File: src/hw/mcu_periph_pkg.sv
`default_nettype none

package mcu_periph_pkg;

  // Bus widths
  localparam int unsigned ADDR_W   = 32;
  localparam int unsigned DATA_W   = 32;
  localparam int unsigned GPIO_W   = 32;
  localparam int unsigned IRQ_W    = 32;
  localparam int unsigned IRQ_ID_W = 5;

  localparam int unsigned IRQ_GPIO_BIT = 25; // GPIO event line

  // Peripheral map, one 4 KB slot per peripheral
  localparam logic [ADDR_W-1:0] PERIPH_BASE = 32'h1A10_0000;
  localparam int unsigned SLOT_HI = 15;
  localparam int unsigned SLOT_LO = 12;
  localparam int unsigned SLOT_W  = SLOT_HI - SLOT_LO + 1;
  localparam int unsigned OFFS_W  = SLOT_LO;

  localparam logic [SLOT_W-1:0] SLOT_GPIO  = 4'd1;
  localparam logic [SLOT_W-1:0] SLOT_SOC   = 4'd3;
  localparam logic [SLOT_W-1:0] SLOT_EVENT = 4'd4; // Slot 0 was the UART

  // Slave positions in the select vector
  localparam int unsigned NUM_SLAVES = 3;
  localparam int unsigned SLV_IDX_W  = $clog2(NUM_SLAVES);
  localparam int unsigned SLV_GPIO   = 0;
  localparam int unsigned SLV_EVENT  = 1;
  localparam int unsigned SLV_SOC    = 2;

  // GPIO registers
  localparam logic [OFFS_W-1:0] GPIO_DIR     = 12'h000;
  localparam logic [OFFS_W-1:0] GPIO_IN      = 12'h004;
  localparam logic [OFFS_W-1:0] GPIO_OUT     = 12'h008;
  localparam logic [OFFS_W-1:0] GPIO_INTEN   = 12'h00C;
  localparam logic [OFFS_W-1:0] GPIO_INTSTAT = 12'h010; // Write 1 to clear

  // Event unit registers
  localparam logic [OFFS_W-1:0] EVT_ENABLE  = 12'h000;
  localparam logic [OFFS_W-1:0] EVT_PENDING = 12'h004;

  // SoC control registers
  localparam logic [OFFS_W-1:0] SOC_BOOT  = 12'h000;
  localparam logic [OFFS_W-1:0] SOC_FETCH = 12'h004;

  localparam logic [ADDR_W-1:0] BOOT_RESET = 32'h0000_8000;

  // Bridge sequencer states
  localparam int unsigned BR_ST_W = 2;
  localparam logic [BR_ST_W-1:0] ST_IDLE   = 2'd0;
  localparam logic [BR_ST_W-1:0] ST_SETUP  = 2'd1;
  localparam logic [BR_ST_W-1:0] ST_ACCESS = 2'd2;
  localparam logic [BR_ST_W-1:0] ST_RESP   = 2'd3;

  typedef struct packed {
    logic              we;
    logic [ADDR_W-1:0] addr;
    logic [DATA_W-1:0] wdata;
  } bus_req_t;

  typedef struct packed {
    logic [DATA_W-1:0] rdata;
    logic              err;
  } bus_rsp_t;

  // psel is carried separately per slave
  typedef struct packed {
    logic              penable;
    logic              pwrite;
    logic [ADDR_W-1:0] paddr;
    logic [DATA_W-1:0] pwdata;
  } apb_req_t;

  typedef struct packed {
    logic [DATA_W-1:0] prdata;
    logic              pready;
    logic              pslverr;
  } apb_rsp_t;

endpackage

`default_nettype wire

File: src/hw/apb_decoder.sv
`default_nettype none
`timescale 1ns/1ps

module apb_decoder (
  input  logic                                                  psel_i,
  input  mcu_periph_pkg::apb_req_t                              apb_req_i,
  output logic [mcu_periph_pkg::NUM_SLAVES-1:0]                 psel_o,
  input  mcu_periph_pkg::apb_rsp_t [mcu_periph_pkg::NUM_SLAVES-1:0] slv_rsp_i,
  output mcu_periph_pkg::apb_rsp_t                              apb_rsp_o
);

  logic                                  base_hit;
  logic [mcu_periph_pkg::SLOT_W-1:0]     slot;
  logic                                  mapped;
  logic [mcu_periph_pkg::SLV_IDX_W-1:0]  slv_idx;

  // Upper bits must match the peripheral base
  assign base_hit = apb_req_i.paddr[mcu_periph_pkg::ADDR_W-1:mcu_periph_pkg::SLOT_HI+1] ==
                    mcu_periph_pkg::PERIPH_BASE[mcu_periph_pkg::ADDR_W-1:mcu_periph_pkg::SLOT_HI+1];
  assign slot     = apb_req_i.paddr[mcu_periph_pkg::SLOT_HI:mcu_periph_pkg::SLOT_LO];

  always_comb begin
    mapped  = 1'b0;
    slv_idx = '0;
    if (base_hit) begin
      case (slot)
        mcu_periph_pkg::SLOT_GPIO: begin
          mapped  = 1'b1;
          slv_idx = mcu_periph_pkg::SLV_IDX_W'(mcu_periph_pkg::SLV_GPIO);
        end
        mcu_periph_pkg::SLOT_EVENT: begin
          mapped  = 1'b1;
          slv_idx = mcu_periph_pkg::SLV_IDX_W'(mcu_periph_pkg::SLV_EVENT);
        end
        mcu_periph_pkg::SLOT_SOC: begin
          mapped  = 1'b1;
          slv_idx = mcu_periph_pkg::SLV_IDX_W'(mcu_periph_pkg::SLV_SOC);
        end
        default: mapped = 1'b0; // UART slot included
      endcase
    end
  end

  always_comb begin
    psel_o = '0;
    if (psel_i && mapped) psel_o[slv_idx] = 1'b1;
  end

  // Unmapped access completes at once with an error
  always_comb begin
    if (mapped) begin
      apb_rsp_o = slv_rsp_i[slv_idx];
    end else begin
      apb_rsp_o = '{prdata: '0, pready: 1'b1, pslverr: 1'b1};
    end
  end

endmodule

`default_nettype wire

File: src/hw/event_unit.sv
`default_nettype none
`timescale 1ns/1ps

module event_unit (
  input  logic                                 clock,
  input  logic                                 rst_n_i,
  input  logic                                 psel_i,
  input  mcu_periph_pkg::apb_req_t             apb_req_i,
  output mcu_periph_pkg::apb_rsp_t             apb_rsp_o,
  input  logic                                 gpio_event_i,
  output logic                                 irq_o,
  output logic [mcu_periph_pkg::IRQ_ID_W-1:0]  irq_id_o
);

  logic [mcu_periph_pkg::OFFS_W-1:0] offs;
  logic                              offs_ok;
  logic                              wr_en;
  logic [mcu_periph_pkg::DATA_W-1:0] rdata;
  logic [mcu_periph_pkg::IRQ_W-1:0]  enable_q;
  logic [mcu_periph_pkg::IRQ_W-1:0]  pending;
  logic [mcu_periph_pkg::IRQ_W-1:0]  active;

  assign offs  = apb_req_i.paddr[mcu_periph_pkg::OFFS_W-1:0];
  assign wr_en = psel_i & apb_req_i.penable & apb_req_i.pwrite & offs_ok;

  // Only the GPIO line is wired, UART line stays idle
  always_comb begin
    pending = '0;
    pending[mcu_periph_pkg::IRQ_GPIO_BIT] = gpio_event_i;
  end

  always_comb begin
    offs_ok = 1'b1;
    rdata   = '0;
    case (offs)
      mcu_periph_pkg::EVT_ENABLE:  rdata = enable_q;
      mcu_periph_pkg::EVT_PENDING: rdata = pending;
      default:                     offs_ok = 1'b0;
    endcase
  end

  always_ff @(posedge clock or negedge rst_n_i) begin
    if (!rst_n_i) begin
      enable_q <= '0;
    end else if (wr_en && offs == mcu_periph_pkg::EVT_ENABLE) begin
      enable_q <= apb_req_i.pwdata;
    end
  end

  assign active = pending & enable_q;
  assign irq_o  = |active;

  // Highest active line wins
  always_comb begin
    irq_id_o = '0;
    for (int i = 0; i < mcu_periph_pkg::IRQ_W; i++) begin
      if (active[i]) irq_id_o = i[mcu_periph_pkg::IRQ_ID_W-1:0];
    end
  end

  assign apb_rsp_o = '{prdata: rdata, pready: 1'b1, pslverr: psel_i & ~offs_ok};

endmodule

`default_nettype wire

File: src/hw/gpio_regs.sv
`default_nettype none
`timescale 1ns/1ps

module gpio_regs (
  input  logic                                clock,
  input  logic                                rst_n_i,
  input  logic                                psel_i,
  input  mcu_periph_pkg::apb_req_t            apb_req_i,
  output mcu_periph_pkg::apb_rsp_t            apb_rsp_o,
  input  logic [mcu_periph_pkg::GPIO_W-1:0]   gpio_in_i,
  output logic [mcu_periph_pkg::GPIO_W-1:0]   gpio_out_o,
  output logic [mcu_periph_pkg::GPIO_W-1:0]   gpio_dir_o,
  output logic                                event_o
);

  logic [mcu_periph_pkg::OFFS_W-1:0] offs;
  logic                              offs_ok;
  logic                              wr_en;
  logic [mcu_periph_pkg::DATA_W-1:0] rdata;
  logic [mcu_periph_pkg::GPIO_W-1:0] dir_q;
  logic [mcu_periph_pkg::GPIO_W-1:0] out_q;
  logic [mcu_periph_pkg::GPIO_W-1:0] inten_q;
  logic [mcu_periph_pkg::GPIO_W-1:0] stat_q;
  logic [mcu_periph_pkg::GPIO_W-1:0] sync1_q;
  logic [mcu_periph_pkg::GPIO_W-1:0] sync2_q;
  logic [mcu_periph_pkg::GPIO_W-1:0] prev_q;
  logic [mcu_periph_pkg::GPIO_W-1:0] rise;
  logic [mcu_periph_pkg::GPIO_W-1:0] stat_clr;

  assign offs  = apb_req_i.paddr[mcu_periph_pkg::OFFS_W-1:0];
  assign wr_en = psel_i & apb_req_i.penable & apb_req_i.pwrite & offs_ok;

  // Read mux, also flags unknown offsets
  always_comb begin
    offs_ok = 1'b1;
    rdata   = '0;
    case (offs)
      mcu_periph_pkg::GPIO_DIR:     rdata = dir_q;
      mcu_periph_pkg::GPIO_IN:      rdata = sync2_q;
      mcu_periph_pkg::GPIO_OUT:     rdata = out_q;
      mcu_periph_pkg::GPIO_INTEN:   rdata = inten_q;
      mcu_periph_pkg::GPIO_INTSTAT: rdata = stat_q;
      default:                      offs_ok = 1'b0;
    endcase
  end

  always_ff @(posedge clock or negedge rst_n_i) begin
    if (!rst_n_i) begin
      dir_q   <= '0;
      out_q   <= '0;
      inten_q <= '0;
    end else if (wr_en) begin
      case (offs)
        mcu_periph_pkg::GPIO_DIR:   dir_q   <= apb_req_i.pwdata;
        mcu_periph_pkg::GPIO_OUT:   out_q   <= apb_req_i.pwdata;
        mcu_periph_pkg::GPIO_INTEN: inten_q <= apb_req_i.pwdata;
        default: ; // GPIO_IN is read only
      endcase
    end
  end

  // Two flops for metastability, third for edge detect
  always_ff @(posedge clock or negedge rst_n_i) begin
    if (!rst_n_i) begin
      sync1_q <= '0;
      sync2_q <= '0;
      prev_q  <= '0;
    end else begin
      sync1_q <= gpio_in_i;
      sync2_q <= sync1_q;
      prev_q  <= sync2_q;
    end
  end

  assign rise     = sync2_q & ~prev_q;
  assign stat_clr = (wr_en && offs == mcu_periph_pkg::GPIO_INTSTAT) ? apb_req_i.pwdata : '0;

  // A new edge wins over a clear in the same cycle
  always_ff @(posedge clock or negedge rst_n_i) begin
    if (!rst_n_i) begin
      stat_q <= '0;
    end else begin
      stat_q <= (stat_q & ~stat_clr) | (rise & inten_q);
    end
  end

  assign event_o    = |stat_q;
  assign gpio_out_o = out_q;
  assign gpio_dir_o = dir_q;
  assign apb_rsp_o  = '{prdata: rdata, pready: 1'b1, pslverr: psel_i & ~offs_ok};

endmodule

`default_nettype wire

File: src/hw/mcu_periph_top.sv
`default_nettype none
`timescale 1ns/1ps

module mcu_periph_top (
  input  logic                                clock,
  input  logic                                rst_n_i,
  input  logic                                req_valid_i,
  output logic                                req_ready_o,
  input  mcu_periph_pkg::bus_req_t            req_i,
  output logic                                rsp_valid_o,
  input  logic                                rsp_ready_i,
  output mcu_periph_pkg::bus_rsp_t            rsp_o,
  input  logic [mcu_periph_pkg::GPIO_W-1:0]   gpio_in_i,
  output logic [mcu_periph_pkg::GPIO_W-1:0]   gpio_out_o,
  output logic [mcu_periph_pkg::GPIO_W-1:0]   gpio_dir_o,
  output logic                                irq_o,
  output logic [mcu_periph_pkg::IRQ_ID_W-1:0] irq_id_o,
  input  logic                                fetch_enable_i,
  output logic                                fetch_enable_o,
  output logic [mcu_periph_pkg::ADDR_W-1:0]   boot_addr_o
);

  logic                                                      psel;
  mcu_periph_pkg::apb_req_t                                  apb_req;  // Shared by all slaves
  mcu_periph_pkg::apb_rsp_t                                  apb_rsp;
  logic [mcu_periph_pkg::NUM_SLAVES-1:0]                     slv_psel;
  mcu_periph_pkg::apb_rsp_t [mcu_periph_pkg::NUM_SLAVES-1:0] slv_rsp;
  logic                                                      gpio_event;

  periph_bridge u_bridge (
    .clock       (clock),
    .rst_n_i     (rst_n_i),
    .req_valid_i (req_valid_i),
    .req_ready_o (req_ready_o),
    .req_i       (req_i),
    .rsp_valid_o (rsp_valid_o),
    .rsp_ready_i (rsp_ready_i),
    .rsp_o       (rsp_o),
    .psel_o      (psel),
    .apb_req_o   (apb_req),
    .apb_rsp_i   (apb_rsp)
  );

  apb_decoder u_decoder (
    .psel_i    (psel),
    .apb_req_i (apb_req),
    .psel_o    (slv_psel),
    .slv_rsp_i (slv_rsp),
    .apb_rsp_o (apb_rsp)
  );

  gpio_regs u_gpio (
    .clock      (clock),
    .rst_n_i    (rst_n_i),
    .psel_i     (slv_psel[mcu_periph_pkg::SLV_GPIO]),
    .apb_req_i  (apb_req),
    .apb_rsp_o  (slv_rsp[mcu_periph_pkg::SLV_GPIO]),
    .gpio_in_i  (gpio_in_i),
    .gpio_out_o (gpio_out_o),
    .gpio_dir_o (gpio_dir_o),
    .event_o    (gpio_event)
  );

  event_unit u_event (
    .clock        (clock),
    .rst_n_i      (rst_n_i),
    .psel_i       (slv_psel[mcu_periph_pkg::SLV_EVENT]),
    .apb_req_i    (apb_req),
    .apb_rsp_o    (slv_rsp[mcu_periph_pkg::SLV_EVENT]),
    .gpio_event_i (gpio_event),
    .irq_o        (irq_o),
    .irq_id_o     (irq_id_o)
  );

  soc_ctrl u_soc (
    .clock          (clock),
    .rst_n_i        (rst_n_i),
    .psel_i         (slv_psel[mcu_periph_pkg::SLV_SOC]),
    .apb_req_i      (apb_req),
    .apb_rsp_o      (slv_rsp[mcu_periph_pkg::SLV_SOC]),
    .fetch_enable_i (fetch_enable_i),
    .fetch_enable_o (fetch_enable_o),
    .boot_addr_o    (boot_addr_o)
  );

endmodule

`default_nettype wire

File: src/hw/periph_bridge.sv
`default_nettype none
`timescale 1ns/1ps

module periph_bridge (
  input  logic                     clock,
  input  logic                     rst_n_i,
  input  logic                     req_valid_i,
  output logic                     req_ready_o,
  input  mcu_periph_pkg::bus_req_t req_i,
  output logic                     rsp_valid_o,
  input  logic                     rsp_ready_i,
  output mcu_periph_pkg::bus_rsp_t rsp_o,
  output logic                     psel_o,
  output mcu_periph_pkg::apb_req_t apb_req_o,
  input  mcu_periph_pkg::apb_rsp_t apb_rsp_i
);

  logic [mcu_periph_pkg::BR_ST_W-1:0] state_q;
  logic [mcu_periph_pkg::BR_ST_W-1:0] state_d;
  mcu_periph_pkg::bus_req_t           req_q;
  mcu_periph_pkg::bus_rsp_t           rsp_q;
  logic                               accept;
  logic                               done;

  assign accept = req_valid_i & req_ready_o;
  assign done   = (state_q == mcu_periph_pkg::ST_ACCESS) & apb_rsp_i.pready;

  // One transfer in flight, response held until taken
  always_comb begin
    state_d = state_q;
    case (state_q)
      mcu_periph_pkg::ST_IDLE: begin
        if (accept) state_d = mcu_periph_pkg::ST_SETUP;
      end
      mcu_periph_pkg::ST_SETUP:  state_d = mcu_periph_pkg::ST_ACCESS;
      mcu_periph_pkg::ST_ACCESS: begin
        if (done) state_d = mcu_periph_pkg::ST_RESP; // Wait states stay here
      end
      mcu_periph_pkg::ST_RESP: begin
        if (rsp_ready_i) state_d = mcu_periph_pkg::ST_IDLE;
      end
      default: state_d = mcu_periph_pkg::ST_IDLE;
    endcase
  end

  always_ff @(posedge clock or negedge rst_n_i) begin
    if (!rst_n_i) begin
      state_q <= mcu_periph_pkg::ST_IDLE;
    end else begin
      state_q <= state_d;
    end
  end

  always_ff @(posedge clock) begin
    if (accept) begin
      req_q <= req_i;
    end
    if (done) begin
      rsp_q.rdata <= apb_rsp_i.prdata;
      rsp_q.err   <= apb_rsp_i.pslverr;
    end
  end

  assign req_ready_o = (state_q == mcu_periph_pkg::ST_IDLE);
  assign rsp_valid_o = (state_q == mcu_periph_pkg::ST_RESP);
  assign rsp_o       = rsp_q;

  // Setup and access phases
  assign psel_o    = (state_q == mcu_periph_pkg::ST_SETUP) |
                     (state_q == mcu_periph_pkg::ST_ACCESS);
  assign apb_req_o = '{penable: (state_q == mcu_periph_pkg::ST_ACCESS),
                       pwrite:  req_q.we,
                       paddr:   req_q.addr,
                       pwdata:  req_q.wdata};

endmodule

`default_nettype wire

File: src/hw/soc_ctrl.sv
`default_nettype none
`timescale 1ns/1ps

module soc_ctrl (
  input  logic                               clock,
  input  logic                               rst_n_i,
  input  logic                               psel_i,
  input  mcu_periph_pkg::apb_req_t           apb_req_i,
  output mcu_periph_pkg::apb_rsp_t           apb_rsp_o,
  input  logic                               fetch_enable_i,
  output logic                               fetch_enable_o,
  output logic [mcu_periph_pkg::ADDR_W-1:0]  boot_addr_o
);

  logic [mcu_periph_pkg::OFFS_W-1:0] offs;
  logic                              offs_ok;
  logic                              wr_en;
  logic [mcu_periph_pkg::DATA_W-1:0] rdata;
  logic [mcu_periph_pkg::ADDR_W-1:2] boot_q;  // Word aligned
  logic                              fetch_q;

  assign offs  = apb_req_i.paddr[mcu_periph_pkg::OFFS_W-1:0];
  assign wr_en = psel_i & apb_req_i.penable & apb_req_i.pwrite & offs_ok;

  always_comb begin
    offs_ok = 1'b1;
    rdata   = '0;
    case (offs)
      mcu_periph_pkg::SOC_BOOT:  rdata = boot_addr_o;
      mcu_periph_pkg::SOC_FETCH: rdata[0] = fetch_q;
      default:                   offs_ok = 1'b0;
    endcase
  end

  always_ff @(posedge clock or negedge rst_n_i) begin
    if (!rst_n_i) begin
      boot_q  <= mcu_periph_pkg::BOOT_RESET[mcu_periph_pkg::ADDR_W-1:2];
      fetch_q <= 1'b1;  // Core may fetch out of reset
    end else if (wr_en) begin
      case (offs)
        mcu_periph_pkg::SOC_BOOT:  boot_q  <= apb_req_i.pwdata[mcu_periph_pkg::ADDR_W-1:2];
        mcu_periph_pkg::SOC_FETCH: fetch_q <= apb_req_i.pwdata[0];
        default: ;
      endcase
    end
  end

  assign boot_addr_o    = {boot_q, 2'b00};
  assign fetch_enable_o = fetch_enable_i & fetch_q;
  assign apb_rsp_o      = '{prdata: rdata, pready: 1'b1, pslverr: psel_i & ~offs_ok};

endmodule

`default_nettype wire

File: config.mk
export PLATFORM = sky130hd
export DESIGN_NAME = mcu_periph_top
export DESIGN_NICKNAME = d
export VERILOG_FILES = /design/src/hw/mcu_periph_pkg.sv /design/src/hw/apb_decoder.sv /design/src/hw/event_unit.sv /design/src/hw/gpio_regs.sv /design/src/hw/mcu_periph_top.sv /design/src/hw/periph_bridge.sv /design/src/hw/soc_ctrl.sv
export SDC_FILE = /design/constraint.sdc
export NUM_CORES = 1
export LEC_CHECK = 0
export BUFFER_PORTS_ARGS = -buffer_cell sky130_fd_sc_hd__buf_2
export CAP_MARGIN = 25
export CORE_MARGIN = 3
export CORE_UTILIZATION = 61
export DETAILED_ROUTE_END_ITERATION = 10
export GPL_ROUTABILITY_DRIVEN = 0
export PLACE_DENSITY = 0.95
export SLEW_MARGIN = 5
export SYNTH_ARGS = -nofsm -noshare
export SYNTH_HDL_FRONTEND = slang
export SYNTH_SLANG_ARGS = --single-unit
File: constraint.sdc
create_clock -name clock -period 7.9 [get_ports clock]
set_input_delay 0.79 -clock clock [delete_from_list [all_inputs] [get_ports clock]]
set_output_delay 0.79 -clock clock [all_outputs]
set_load 0.1 [all_outputs]
## Yosys cells after proc, flatten, opt, wreduce, memory -nomap -nowiden

Index checks and enable logic that the tools add are counted.

| word-level totals | value |
|---|---|
| output and inout bits | 138 |
| register bits after elaboration | 387 |
| logic and storage cells | 126 |

| cells by class | value |
|---|---|
| eq/ne operators | 14 |
| $lt $le $gt $ge | 2 |
| bitwise operators | 25 |
| reduce and logical (&&, ||, !) cells | 17 |
| mux-type cells | 52 |

Operator list:

| kind | count |
|---|---|
| one-hot mux 32 bit (5 select lines) | 1 |
| 2-to-1 mux 5 bit | 30 |
| AND 32 bit | 3 |
| binary-select mux 34 bit (select 2 bit) | 1 |
| NOT 32 bit | 2 |
| one-hot mux 32 bit (2 select lines) | 1 |
| OR reduction 32 bit | 2 |
| 2-to-1 mux 34 bit | 1 |
| AND 26 x 32 -> 32 bit | 1 |
| 2-to-1 mux 32 bit | 1 |
| bitwise OR 32 bit | 1 |
| 2-to-1 mux 31 bit | 1 |
| equality test 12 x 4 -> 1 bit, second input constant | 2 |
| equality test 16 x 13 -> 1 bit, second input constant | 1 |
| AND 1 bit | 15 |
| equality test 12 x 3 -> 1 bit, second input constant | 1 |
| equality test 12 x 5 -> 1 bit, second input constant | 1 |
| logical NOT 12 bit | 1 |
| 2-to-1 mux 2 bit | 5 |
| AND reduction 2 bit | 5 |
| one-hot mux 2 bit (4 select lines) | 1 |
| 2-to-1 mux 1 bit | 7 |
| OR reduction 5 bit | 1 |
| equality test 2 bit, second input constant | 2 |
| 18 further kinds | 23 |

## Logic depth before layout (Yosys ltp)

| depth | value |
|---|---|
| word-level depth | 33 |
| gate-level depth with buffers | 8 |
| depth with buffers taken out | 7 |

## Hierarchy

Synthesis repeated with hierarchy kept, for this count alone.

| unflattened totals | value |
|---|---|
| cell total of the unflattened synthesis | 1181 |
| area, all modules | 16518.3 um^2 |

By module, submodules not included:

| module | times used | area an instance (um^2) | cells each |
|---|---|---|---|
| gpio_regs | 1 | 9165.0 | 618 |
| periph_bridge | 1 | 3098.0 | 114 |
| event_unit | 1 | 1546.5 | 120 |
| soc_ctrl | 1 | 1505.2 | 116 |
| apb_decoder | 1 | 1203.7 | 213 |

## Worst setup path after synthesis

OpenSTA, ideal clock, no wires.

| path | value |
|---|---|
| path type | register to register |
| start | reg u_bridge.state_q[0] in the netlist's numbering |
| end | reg u_bridge.req_q, in the netlist u_bridge.apb_req_o[0], enable pin |
| period minus slack after synthesis | 3379 ps |
| slack | 4521 ps |
| data arrival time | 2950 ps |
| cell stages (with the launch flop) | 4 |
| library setup time | 430 ps |
| required time | 7470 ps |
| cell sequence | dfrtp_1 -> inv_1 -> ha_1 -> and2_1 |

| between the ends | value |
|---|---|
| cells in the longest elaborated chain, start to end | 2 |

RTL lines:

| what | line | source |
|---|---|---|
| from (decl) | periph_bridge.sv:18 | `logic [mcu_periph_pkg::BR_ST_W-1:0] state_q;` |
| from (signal assigned) | periph_bridge.sv:48 | `state_q <= mcu_periph_pkg::ST_IDLE;` |
| from (signal assigned) | periph_bridge.sv:50 | `state_q <= state_d;` |
| logical NOT 2 bit | periph_bridge.sv:64 | `assign req_ready_o = (state_q == mcu_periph_pkg::ST_IDLE);` |
| named net req_ready_o | mcu_periph_top.sv:8 | `output logic req_ready_o,` |
| AND 1 bit | periph_bridge.sv:25 | `assign accept = req_valid_i & req_ready_o;` |
| named net u_bridge.accept | periph_bridge.sv:22 | `logic accept;` |
| to (signal assigned) | periph_bridge.sv:56 | `req_q <= req_i;` |
| to (decl) | periph_bridge.sv:20 | `mcu_periph_pkg::bus_req_t req_q;` |

The timed path passes the listed nets, and every way through them passes these cells.
A chain may end at the register's enable or synchronous reset.

## Final worst setup path

| path | value |
|---|---|
| start | reg u_bridge.state_q[0] in the netlist's numbering |
| end | reg u_event.enable_q[4] in the netlist's numbering |

| between the ends | value |
|---|---|
| cells in the longest elaborated chain, start to end | 8 |
| elaborated cells between the ends (all ways) | 9 |
| those cells by class | eq/ne: 2; mux: 1; bitwise: 4; reduce/logical: 2 |

RTL lines:

| what | line | source |
|---|---|---|
| equality test 2 x 1 -> 1 bit or equality test 2 bit (tied branches) | periph_bridge.sv:69, periph_bridge.sv:70, periph_bridge.sv:71 |  |
| bitwise OR 1 bit | periph_bridge.sv:69 | `assign psel_o = (state_q == mcu_periph_pkg::ST_SETUP) \|` |
| logical AND 1 bit | apb_decoder.sv:46 | `if (psel_i && mapped) psel_o[slv_idx] = 1'b1;` |
| 2-to-1 mux 3 bit | apb_decoder.sv:46 |  |
| AND 1 bit * (3 in a row) | event_unit.sv:24 | `assign wr_en = psel_i & apb_req_i.penable & apb_req_i.pwrite & offs_ok;` |
| logical AND 1 bit * | event_unit.sv:45 | `end else if (wr_en && offs == mcu_periph_pkg::EVT_ENABLE) begin` |
| to (signal assigned) | event_unit.sv:46 | `enable_q <= apb_req_i.pwdata;` |
| to (decl) | event_unit.sv:19 | `logic [mcu_periph_pkg::IRQ_W-1:0] enable_q;` |

Every way passes the cells marked *; elsewhere a longest branch is shown, timed or not.

==> impl_metrics.tcl <==
set metrics [dict create \
    outcome "finished, final reports clean" \
    period_needed_ns 3.991 \
    cts_buffers 38 \
    power.density_mw_per_mm2 279.9 \
    clk_pin_slew_ns 0.06 \
    dp_hpwl_microns 24660 \
    rsz0062_at_grt "false" \
    critPathLaunchType "register" \
    critPathSlowestCell "ha_2" \
    clock_latency_ns 0.53 \
    numPortBuffers 235 \
    place_inst 1517 \
    multiInputGateArea_sq_mm 0.004533 \
    cts_resized 0 \
    ff2ff_setup_slack_ns 3.91 \
    critical_path_class "register to register" \
    slowest_delay_ns 0.85 \
    root_buffer "clkbuf_16" \
    p_leak_nw 7.908 \
    max_cap_viol_count 0 \
    r2r_cells 8 \
    grt_pass1_vias 10850 \
    r2r_end "u_event.enable_q[4]$_DFFE_PN0P_" \
    final_util_pct 74.63 \
    cp_cell_sequence "inv_1 -> ha_2 -> nand3_1 -> a211oi_4 -> nand2_1 -> nor3_4 -> buf_4 -> mux2_2" \
    fmax_mhz 250.6 \
    vdd.ir_drop.worst_mv 0.3231 \
    die_w_microns 162.7 \
    largest_reg_flops 65 \
    die_y_microns 162.7 \
    antenna_found_initial 1 \
    clockBufferDepth 3 \
    grt_pass1_wl_microns 60400 \
    final_cell_mix "dfrtp_1, buf_2, mux2_2, edfxtp_1, nand2_1" \
    cp-end-kind "register" \
    fin_skew_ns 0.01996 \
    drive_above_1_share_pct 41.17 \
    ys_warn_count 0 \
    avgViaCountPerCell 6.416 \
    via_count 10180 \
    ios 240 \
    drc 0 \
    finalCritPeriodShare_pct 50.51 \
    timing.rr.start "u_bridge.state_q[0]$_DFFE_PN0P_" \
    power.total_mw 4.977 \
    worst-path-max-fanout 35 \
    post_drt_wl_per_cell_microns 24.77 \
    synth_area_sq_mm 0.01497 \
    holdBufCountCts 0 \
    tightest_slew_ns 1.007 \
    relSlewSlack_pct 32.85 \
    syn_area_per_cell_sq_um 14.90 \
    seq_area_frac_synth_pct 67.97 \
    async_reset_ff_share_pct 74.68 \
    core_region_area_sq_mm 0.02382 \
    start_util_pct 62.85 \
    post-route-cell-area_sq_mm 0.01778 \
    syn_to_final_growth_pct 18.74 \
    finalSetupViolations 0 \
    cts.sinks 387 \
    layout.nets 1346 \
    placed_area_sq_mm 0.01651 \
    h-tree-depth 2 \
    dieArea_sq_mm 0.02646 \
    cts_tree "built" \
    required_ns 8.30 \
    ys.flop_type "dfrtp_1" \
    slew_viol_final 0 \
    regArea_sq_mm 0.01018 \
    drt-initial-drc-count 1255 \
    final_common_cell "dfrtp_1" \
    cp-startpoint "u_bridge.state_q[0]$_DFFE_PN0P_" \
    insertedDiodeCount 0 \
    synth_seq_cells 387 \
    hp-class "input pin to asynchronous set/reset pin" \
    nFillCells 1392 \
    postCtsSetupBuffers 0 \
    tns_ns 0 \
    synth_edf_count 98 \
    critPathTopFamily "simple AND/OR/NAND/NOR gates" \
    drtPass1Iterations 6 \
    ant_nets 0 \
    num_rows 56 \
    synthDistinctLibCells 48 \
    gr-total-overflow 0 \
    drt_wl_total_microns 39310 \
    synth_cells 1005 \
    crit_buf_inv 2 \
    fin_cells 1587 \
    grt_max_degree 84 \
    hold_viol 0 \
    grt_usage_pct 29.59 \
    crit_arrival_ns 4.39 \
]
==> synthesized netlist by cell type, types with 2 or more instances <==
cell       count  share of area, %
buf_1          2             0.050
nand2b_1       3              0.13
nor2_1         9              0.23
o21ai_0        2             0.067
ha_1           3              0.25
edfxtp_1      98                20
nand4_1        7              0.29
dfstp_2        2              0.35
and2_1         6              0.25
mux2_2       185                14
nor4_1        10              0.42
a21oi_1       59               2.0
nand3_1        5              0.17
nor2b_1        3              0.13
buf_6          3              0.23
dfrtp_1      287                48
o2bb2ai_1     32               1.9
mux2_1         2              0.15
clkbuf_1      33              0.83
nand3b_1      30               1.5
inv_1          4              0.10
buf_4         19              0.95
nor3_1         5              0.17
a22oi_1       60               3.0
buf_2          8              0.27
mux4_2         4              0.60
o211ai_1       2              0.10
nor4b_1        3              0.18
o22ai_1       29               1.2
a31oi_1        2             0.084
nand2_1       71               1.8
==> layer usage <==
metal  routed length [microns]  part of all wire [%]  GRT usage (%)  vias to the layer above
met3                      3943                    10          7.452                      141
met2                     19400                    49          49.11                      703
met1                     14420                    37          37.96                     5129
li1                          -                     -              -                     4207
met4                      1528                   3.9          11.69                        2
met5                         7                 0.018              0                        -
==> per-stage QoR <==
| stage | setup slack [ns] | hold slack, ns |
|---|---|---|
| after detailed placement | 3.713 | 0.3347 |
| after global placement | 3.981 | 0.3338 |
| final | 3.909 | 0.2598 |
| after CTS | 3.678 | 0.2671 |
| after floorplan | 4.521 | 0.3312 |
| after global routing | 3.800 | 0.2924 |
==> layout make-up <==
cell class / instances / share of cell area (%)
Multi-Input combinational cell: 552 / 25.50
Clock inverter: 14 / 0.6685
Inverter: 4 / 0.08445
Timing Repair Buffer: 258 / 8.086
Tap cell: 319 / 2.245
Clock buffer: 53 / 6.179
Sequential cell: 387 / 57.24
==> cells by family after synthesis <==
group           synth area share (%)
buf+inv                        2.423
flops                          67.97
simple gates                   5.983
fa+ha+maj                     0.2507
other cells                  0.02504
compound gates                 8.682
mux                            14.67
==> how the worst max path moves through the flow <==
stage / endpoint / cells past startpoint
2_1_floorplan: u_bridge.apb_req_o[0]$_DFFE_PP_ / 3
3_3_place_gp: u_gpio.gpio_out_o[9]$_DFFE_PN0P_ / 8
3_5_place_dp: u_gpio.gpio_out_o[13]$_DFFE_PN0P_ / 8
4_1_cts: u_gpio.gpio_out_o[11]$_DFFE_PN0P_ / 8
5_1_grt: u_event.enable_q[12]$_DFFE_PN0P_ / 8
6_report: u_event.enable_q[4]$_DFFE_PN0P_ / 8
==> report_power, final <==
| part | internal [mW] | switching, mW | total, mW |
|---|---|---|---|
| clock network | 1.01 | 0.747 | 1.76 |
| registers | 2.25 | 0.115 | 2.37 |
| logic | 0.117 | 0.739 | 0.856 |
Power figures use the tool's default switching activity.
